==> src/design/dcache_consts.svh <==
`ifndef DCACHE_CONSTS_SVH
`define DCACHE_CONSTS_SVH

// byte address and block geometry
`define DCACHE_ADDR_BITS 16
`define DCACHE_BLOCK_BITS 64
`define DCACHE_OFFSET_BITS 3

`define DCACHE_SETS 8
`define DCACHE_INDEX_BITS 3
`define DCACHE_TAG_BITS (`DCACHE_ADDR_BITS - `DCACHE_INDEX_BITS - `DCACHE_OFFSET_BITS)
// one lru bit per set, so two ways only
`define DCACHE_WAYS 2

`define MEM_TAG_BITS 4

`endif

==> src/design/dcache_pkg.sv <==
`include "dcache_consts.svh"

package dcache_pkg;

	typedef enum logic [1:0] {
		PROC_NONE  = 2'd0,
		PROC_LOAD  = 2'd1,
		PROC_STORE = 2'd2
	} proc_command_t;

	typedef enum logic [1:0] {
		MEM_NONE  = 2'd0,
		MEM_LOAD  = 2'd1,
		MEM_STORE = 2'd2
	} mem_command_t;

	// zero means no tag
	typedef logic [`MEM_TAG_BITS-1:0] mem_tag_t;

	typedef struct packed {
		proc_command_t command;
		logic [`DCACHE_ADDR_BITS-1:0] addr;
		logic [`DCACHE_BLOCK_BITS-1:0] data;
	} dcache_req_t;

	// block address is tag and index
	typedef struct packed {
		mem_command_t command;
		logic [`DCACHE_TAG_BITS+`DCACHE_INDEX_BITS-1:0] block_addr;
		logic [`DCACHE_BLOCK_BITS-1:0] data;
	} mem_req_t;

	typedef struct packed {
		logic valid;
		logic [`DCACHE_BLOCK_BITS-1:0] data;
	} mem_fill_t;

endpackage

==> src/design/dcache_request_latch.sv <==
`timescale 1ns/1ps
`include "dcache_consts.svh"

module dcache_request_latch (
	input  logic clock,
	input  logic reset,
	input  dcache_pkg::proc_command_t proc_command,
	input  logic [`DCACHE_ADDR_BITS-1:0] proc_addr,
	input  logic [`DCACHE_BLOCK_BITS-1:0] proc_data,
	input  logic done,
	output logic proc_ready,
	output dcache_pkg::dcache_req_t request,
	output logic request_valid
);
	import dcache_pkg::*;

	logic busy;
	logic accept;

	assign accept = !busy && (proc_command != PROC_NONE);
	assign proc_ready = !busy;
	assign request_valid = busy;

	// busy from the accepting edge until the edge that sees done
	always_ff @(posedge clock)
	begin
		if (reset)
			busy <= 1'b0;
		else if (accept)
			busy <= 1'b1;
		else if (done)
			busy <= 1'b0;
	end

	// held stable while the request is in flight
	always_ff @(posedge clock)
	begin
		if (accept)
		begin
			request.command <= proc_command;
			request.addr <= proc_addr;
			request.data <= proc_data;
		end
	end

	a_done_only_when_busy: assert property (
		@(posedge clock) disable iff (reset)
		done |-> busy
	);

endmodule

==> src/design/dcache_mem.sv <==
`timescale 1ns/1ps
`include "dcache_consts.svh"

module dcache_mem (
	input  logic clock,
	input  logic reset,
	input  dcache_pkg::dcache_req_t request,
	input  logic request_valid,
	input  logic mem_accepted,
	input  dcache_pkg::mem_fill_t fill,
	output dcache_pkg::mem_req_t mem_request,
	output logic done,
	output logic [`DCACHE_BLOCK_BITS-1:0] load_data
);
	import dcache_pkg::*;

	typedef enum logic [2:0] {
		S_IDLE,
		S_LOOKUP,
		S_WRITEBACK,
		S_FILL_WAIT,
		S_RESPOND
	} state_t;

	state_t state;

	logic [`DCACHE_TAG_BITS-1:0] tags [`DCACHE_SETS][`DCACHE_WAYS];
	logic [`DCACHE_BLOCK_BITS-1:0] blocks [`DCACHE_SETS][`DCACHE_WAYS];
	logic [`DCACHE_SETS-1:0][`DCACHE_WAYS-1:0] valid;
	logic [`DCACHE_SETS-1:0][`DCACHE_WAYS-1:0] dirty;
	// way to replace next
	logic [`DCACHE_SETS-1:0] lru;

	logic [`DCACHE_INDEX_BITS-1:0] index;
	logic [`DCACHE_TAG_BITS-1:0] tag;
	logic [`DCACHE_WAYS-1:0] way_hit;
	logic hit;
	logic hit_way;
	logic is_store;
	logic evict;
	logic victim;

	mem_command_t req_command;
	logic [`DCACHE_TAG_BITS+`DCACHE_INDEX_BITS-1:0] req_block_addr;
	logic [`DCACHE_BLOCK_BITS-1:0] req_data;

	assign index = request.addr[`DCACHE_OFFSET_BITS +: `DCACHE_INDEX_BITS];
	assign tag = request.addr[`DCACHE_ADDR_BITS-1 -: `DCACHE_TAG_BITS];
	assign is_store = (request.command == PROC_STORE);

	always_comb
	begin
		for (int w = 0; w < `DCACHE_WAYS; w++)
			way_hit[w] = valid[index][w] && (tags[index][w] == tag);
	end

	assign hit = |way_hit;
	assign hit_way = way_hit[1];
	assign evict = valid[index][lru[index]] && dirty[index][lru[index]];

	assign mem_request = '{command: req_command, block_addr: req_block_addr, data: req_data};

	assign done = ((state == S_LOOKUP) && hit) || (state == S_RESPOND);

	always_comb
	begin
		load_data = '0;
		if (!is_store)
		begin
			if ((state == S_LOOKUP) && hit)
				load_data = blocks[index][hit_way];
			else if (state == S_RESPOND)
				load_data = blocks[index][victim];
		end
	end

	always_ff @(posedge clock)
	begin
		if (reset)
		begin
			state <= S_IDLE;
			req_command <= MEM_NONE;
			valid <= '0;
			dirty <= '0;
			lru <= '0;
		end
		else
		begin
			case (state)
				S_IDLE:
					if (request_valid)
						state <= S_LOOKUP;
				S_LOOKUP:
					if (hit)
					begin
						lru[index] <= !hit_way;
						if (is_store)
							dirty[index][hit_way] <= 1'b1;
						state <= S_IDLE;
					end
					else if (evict)
					begin
						req_command <= MEM_STORE;
						state <= S_WRITEBACK;
					end
					else
					begin
						req_command <= MEM_LOAD;
						state <= S_FILL_WAIT;
					end
				S_WRITEBACK:
					if (mem_accepted)
					begin
						req_command <= MEM_LOAD;
						state <= S_FILL_WAIT;
					end
				S_FILL_WAIT:
				begin
					if (mem_accepted)
						req_command <= MEM_NONE;
					if (fill.valid)
					begin
						valid[index][victim] <= 1'b1;
						dirty[index][victim] <= is_store;
						lru[index] <= !victim;
						state <= S_RESPOND;
					end
				end
				S_RESPOND:
					state <= S_IDLE;
				default:
					state <= S_IDLE;
			endcase
		end
	end

	// tags, blocks and outgoing payload
	always_ff @(posedge clock)
	begin
		if (state == S_LOOKUP)
		begin
			victim <= lru[index];
			if (hit && is_store)
				blocks[index][hit_way] <= request.data;
			if (evict)
			begin
				req_block_addr <= {tags[index][lru[index]], index};
				req_data <= blocks[index][lru[index]];
			end
			else
			begin
				req_block_addr <= {tag, index};
				req_data <= '0;
			end
		end
		if ((state == S_WRITEBACK) && mem_accepted)
		begin
			req_block_addr <= {tag, index};
			req_data <= '0;
		end
		if ((state == S_FILL_WAIT) && fill.valid)
		begin
			tags[index][victim] <= tag;
			// a store miss overwrites the whole fetched block
			blocks[index][victim] <= is_store ? request.data : fill.data;
		end
	end

	a_accept_has_request: assert property (
		@(posedge clock) disable iff (reset)
		mem_accepted |-> (mem_request.command != MEM_NONE)
	);

	a_fill_in_wait: assert property (
		@(posedge clock) disable iff (reset)
		fill.valid |-> (state == S_FILL_WAIT)
	);

endmodule

==> src/design/dcache_mem_port.sv <==
`timescale 1ns/1ps
`include "dcache_consts.svh"

module dcache_mem_port (
	input  logic clock,
	input  logic reset,
	input  dcache_pkg::mem_req_t mem_request,
	input  dcache_pkg::mem_tag_t mem_response,
	input  dcache_pkg::mem_tag_t mem_tag,
	input  logic [`DCACHE_BLOCK_BITS-1:0] mem_load_data,
	output dcache_pkg::mem_command_t mem_command,
	output logic [`DCACHE_ADDR_BITS-1:0] mem_addr,
	output logic [`DCACHE_BLOCK_BITS-1:0] mem_data,
	output logic mem_accepted,
	output dcache_pkg::mem_fill_t fill
);
	import dcache_pkg::*;

	mem_tag_t load_tag;
	logic load_pending;
	logic issue;
	logic fill_match;

	// a nonzero response takes the command
	assign mem_accepted = (mem_command != MEM_NONE) && (mem_response != '0);

	// pins idle, no load outstanding
	assign issue = (mem_command == MEM_NONE) && !load_pending
		&& (mem_request.command != MEM_NONE);

	assign fill_match = load_pending && (mem_tag != '0) && (mem_tag == load_tag);
	assign fill = '{valid: fill_match, data: mem_load_data};

	always_ff @(posedge clock)
	begin
		if (reset)
		begin
			mem_command <= MEM_NONE;
			load_pending <= 1'b0;
		end
		else
		begin
			// refused commands just stay on the pins
			if (issue)
				mem_command <= mem_request.command;
			else if (mem_accepted)
				mem_command <= MEM_NONE;

			if (mem_accepted && (mem_command == MEM_LOAD))
				load_pending <= 1'b1;
			else if (fill_match)
				load_pending <= 1'b0;
		end
	end

	always_ff @(posedge clock)
	begin
		if (issue)
		begin
			mem_addr <= {mem_request.block_addr, {`DCACHE_OFFSET_BITS{1'b0}}};
			mem_data <= mem_request.data;
		end
		if (mem_accepted)
			load_tag <= mem_response;
	end

	// only one miss in flight
	a_no_request_during_load: assert property (
		@(posedge clock) disable iff (reset)
		load_pending |-> (mem_request.command == MEM_NONE)
	);

endmodule

==> src/design/dcache_top.sv <==
`timescale 1ns/1ps
`include "dcache_consts.svh"

module dcache_top (
	input  logic clock,
	input  logic reset,
	input  dcache_pkg::proc_command_t proc_command,
	input  logic [`DCACHE_ADDR_BITS-1:0] proc_addr,
	input  logic [`DCACHE_BLOCK_BITS-1:0] proc_data,
	output logic proc_ready,
	output logic proc_done,
	output logic [`DCACHE_BLOCK_BITS-1:0] proc_load_data,
	output dcache_pkg::mem_command_t mem_command,
	output logic [`DCACHE_ADDR_BITS-1:0] mem_addr,
	output logic [`DCACHE_BLOCK_BITS-1:0] mem_data,
	input  dcache_pkg::mem_tag_t mem_response,
	input  dcache_pkg::mem_tag_t mem_tag,
	input  logic [`DCACHE_BLOCK_BITS-1:0] mem_load_data
);
	import dcache_pkg::*;

	dcache_req_t request;
	logic request_valid;
	mem_req_t mem_request;
	logic mem_accepted;
	mem_fill_t fill;

	dcache_request_latch i_request_latch (
		.clock(clock),
		.reset(reset),
		.proc_command(proc_command),
		.proc_addr(proc_addr),
		.proc_data(proc_data),
		.done(proc_done),
		.proc_ready(proc_ready),
		.request(request),
		.request_valid(request_valid)
	);

	dcache_mem i_mem (
		.clock(clock),
		.reset(reset),
		.request(request),
		.request_valid(request_valid),
		.mem_accepted(mem_accepted),
		.fill(fill),
		.mem_request(mem_request),
		.done(proc_done),
		.load_data(proc_load_data)
	);

	dcache_mem_port i_mem_port (
		.clock(clock),
		.reset(reset),
		.mem_request(mem_request),
		.mem_response(mem_response),
		.mem_tag(mem_tag),
		.mem_load_data(mem_load_data),
		.mem_command(mem_command),
		.mem_addr(mem_addr),
		.mem_data(mem_data),
		.mem_accepted(mem_accepted),
		.fill(fill)
	);

endmodule

==> config.mk <==
export PLATFORM = sky130hd
export DESIGN_NAME = dcache_top
export DESIGN_NICKNAME = d
export VERILOG_FILES = /design/src/design/dcache_pkg.sv /design/src/design/dcache_request_latch.sv /design/src/design/dcache_mem.sv /design/src/design/dcache_mem_port.sv /design/src/design/dcache_top.sv
export VERILOG_INCLUDE_DIRS = /design/src /design/src/design
export SDC_FILE = /design/constraint.sdc
export NUM_CORES = 2
export LEC_CHECK = 0
export BUFFER_PORTS_ARGS = -buffer_cell sky130_fd_sc_hd__buf_2
export CAP_MARGIN = 20
export CORE_MARGIN = 3
export CORE_UTILIZATION = 55
export DETAILED_ROUTE_END_ITERATION = 16
export HOLD_SLACK_MARGIN = 0.06
export PLACE_DENSITY = 0.74
export SKIP_LAST_GASP = 1
export SLEW_MARGIN = 10
export SYNTH_ARGS = -nofsm -noshare
export SYNTH_HDL_FRONTEND = slang
export SYNTH_HIERARCHICAL = 1
export SYNTH_SLANG_ARGS = --single-unit
==> constraint.sdc <==
create_clock -name clock -period 9.8 [get_ports clock]
set_input_delay 0.98 -clock clock [delete_from_list [all_inputs] [get_ports clock]]
set_output_delay 0.98 -clock clock [all_outputs]
set_load 0.02 [all_outputs]
==> out/qor.yml <==
outcome:
  status: "finished, final reports clean"
worst_hold_path:
  timing.hold.worst.start: "proc_data[25]"
  min_delay_path_depth: 1
  holdCritPathClass: "in2reg"
  timing.hold.worst_endpoint: "i_request_latch/request[25]$_DFFE_PP_"
timing:
  finalSetupTns_ns: 0
  timing.hold.ws_ns: 0.3958
  relative_slew_slack_pct: 21.63
  setup_viol: 0
  period_share_pct: 82.34
  fmaxAchievable_mhz: 123.9
  final.min_clock_period_ns: 8.069
  final-max-slew-violation-count: 0
  hold_viol_final: 0
  tightest_slew_ns: 1.175
  rsz_0062_raised_after_global_routing: "false"
  final.setup_skew_ns: 0.02731
clocking:
  buffers_inserted_during_post_cts_setup_optimization: 0
  clkSinkCount: 1471
  holdBufCountCts: 0
  tritoncts_clock_tree: "done"
  cts.repair.resized: 0
  cts_inserted_buffers: 145
  htree_levels: 4
  worst_setup_hold_path_clk_slew_ns: 0.06
  ctsLongestPathBuffers: 3
  clock_insertion_delay_worst_skew_ns: 0.76
  root_buffer_selected_by_cts: "clkbuf_16"
grt:
  grtUsageTotal_pct: 28.81
  grt_pass1_vias: 34100
  grt_start_max_net_pins: 96
  first_pass_grt_wire_length_mm: 227.0
  globalRoute.totalOverflow: 0
  antenna_found_initial: 9
placement:
  gp_congestion: 0.8742
  place_hpwl_mm: 89.92
  numPlacedInstances: 5039
  portBuffers: 297
setup_path:
  critical_path.n_buffers_inverters: 4
  timing.critical_path.slowest_stage_cell: "edfxtp_1"
  critical-path-top-delay-family: "compound AO/OA/AOI/OAI gates"
  path_depth: 12
  timing.critical_path.cells: "buf_12, buf_4, mux2_1, a221oi_1, a2bb2oi_1, xor2_1, nand4_1, o31ai_4, nand3_4, buf_4, o21ai_1, buf_2"
  regToRegSetupSlack_ns: 2.91
  cp.required_ns: 8.82
  cpMostUsedCell: "buf_4"
  cp_max_fo: 52
  max_stage_delay_ns: 1.07
  timing.rr.end: "i_mem/blocks[2][92]$_DFFE_PP_"
  timing.critical_path.arrival_ns: 7.09
  reg2reg_depth: 11
  timing_worst_setup_path_type: "reg2out"
  worstSetupStartpointType: "flop"
  setup.worst_path.end_class: "output pin"
  reg2reg_from: "i_request_latch/request[67]$_DFFE_PP_"
die:
  dieHeight_um: 329.6
  design.die.area_mm2: 0.1086
  initial_utilization_pct: 55.50
  boundaryPins: 304
  die_w_um: 329.6
  floorplan.rows: 118
  placeableCoreArea_mm2: 0.1038
cells_and_area:
  leading_cell_type_in_the_layout_fill_and_taps_excluded: "edfxtp_1"
  area_delta_synth_final_pct: 12.75
  mostFrequentLayoutCells: "edfxtp_1, a22oi_1, buf_2"
  drive_gt1_share_pct: 22.05
  layoutNonFillerInstCount: 5312
  final_net_count: 3964
route:
  ant_nets: 0
  wl_met3_mm: 18.59
  firstDrtPassIters: 6
  finalWirelength_mm: 158.5
  vias_after_detailed_routing: 35070
  first_iter_violations: 4435
  m1WireLength_mm: 59.59
  drt_drc_violations_left: 0
  drt-vias-per-instance: 6.601
  routedWlPerCell_um: 29.83
  routed.top_layer: "met5"
  met2WireLength_mm: 74.46
pwr:
  max-vdd-ir-drop_mv: 0.1562
  p_leak_uw: 0.02144
  power_density_mw_per_mm2: 205.1
job:
  reported_max_cap_violation_count: 0
synthesis:
  netlist_instances: 3577
  synth-warning-count: 6
  synthesis.area_per_instance_um2: 16.10
  synthesis.area_mm2: 0.05760
-- power breakdown --
part	leakage [µW]	switching, µW	internal, µW
sequential	0.0132	52.0	6970
combinational	0.00600	658	277
clock	0.00224	2320	3050
total	0.0214	3030	10300
-- flip-flops by register name (all words and copies together), names as in the netlist, 2 cells and up --
register                 flops
i_mem/blocks              1024
i_mem/tags                 160
i_request_latch/request     79
i_mem/req_data              64
i_mem_port/mem_data         64
i_mem/dirty                 16
i_mem/valid                 16
i_mem/req_block_addr        13
i_mem_port/mem_addr         13
i_mem/lru                    8
i_mem_port/load_tag          4
i_mem/state                  3
i_mem/req_command            2
i_mem_port/mem_command       2
-- through the flow --
step	setup WS (ns)	total power, µW	util, %	instance area, µm²
6_report	1.731	13320	62.57	64950
5_1_grt	1.477	13690	62.56	64930
4_1_cts	1.818	13360	62.52	64890
3_5_place_dp	2.655	8070	58.10	60300
3_3_place_gp	2.766	8049	58.08	60280
2_1_floorplan	1.275	7744	-	57610
-- cell type report --
type	instances	area, µm²
clock inverters	76	673.1
clock buffers	190	3920
multi-input cells	1791	13220
fillers	7235	38840
diodes	5	12.51
repair buffers	390	2317
inverters	9	36.28
well taps	1380	1727
flip-flops and latches	1471	43040
-- worst max path at each step --
stage	from	end	slack (ns)
final	i_request_latch/request[67]$_DFFE_PP_	proc_load_data[60]	1.73
after floorplan	i_mem_port/mem_command[1]$_SDFFE_PP0P_	i_mem_port/mem_addr[10]$_DFFE_PP_	1.27
after detailed placement	i_request_latch/request[67]$_DFFE_PP_	proc_load_data[12]	2.66
after CTS	i_request_latch/request[67]$_DFFE_PP_	proc_load_data[12]	1.82
after global routing	i_request_latch/request[67]$_DFFE_PP_	proc_load_data[60]	1.48
after global placement	i_request_latch/request[67]$_DFFE_PP_	proc_load_data[12]	2.77
-- routing by layer --
metal | GRT usage, % | vias up
met4 | 11.38 | 4
met5 | 0 | -
met1 | 39.27 | 17750
li1 | - | 14730
met2 | 45.26 | 2216
met3 | 6.908 | 362
-- worst register-to-register path: stages, from the launching register on --
cell,delay [ns]
edfxtp_1,1.07
buf_12,0.44
buf_4,0.55
nor2_1,0.13
a221oi_1,0.36
o22ai_1,0.19
xor2_1,0.28
or4_4,0.79
or4b_1,0.64
o21a_1,0.51
nor2_4,0.89
buf_4,0.64
(Power assumes the default switching activity.)
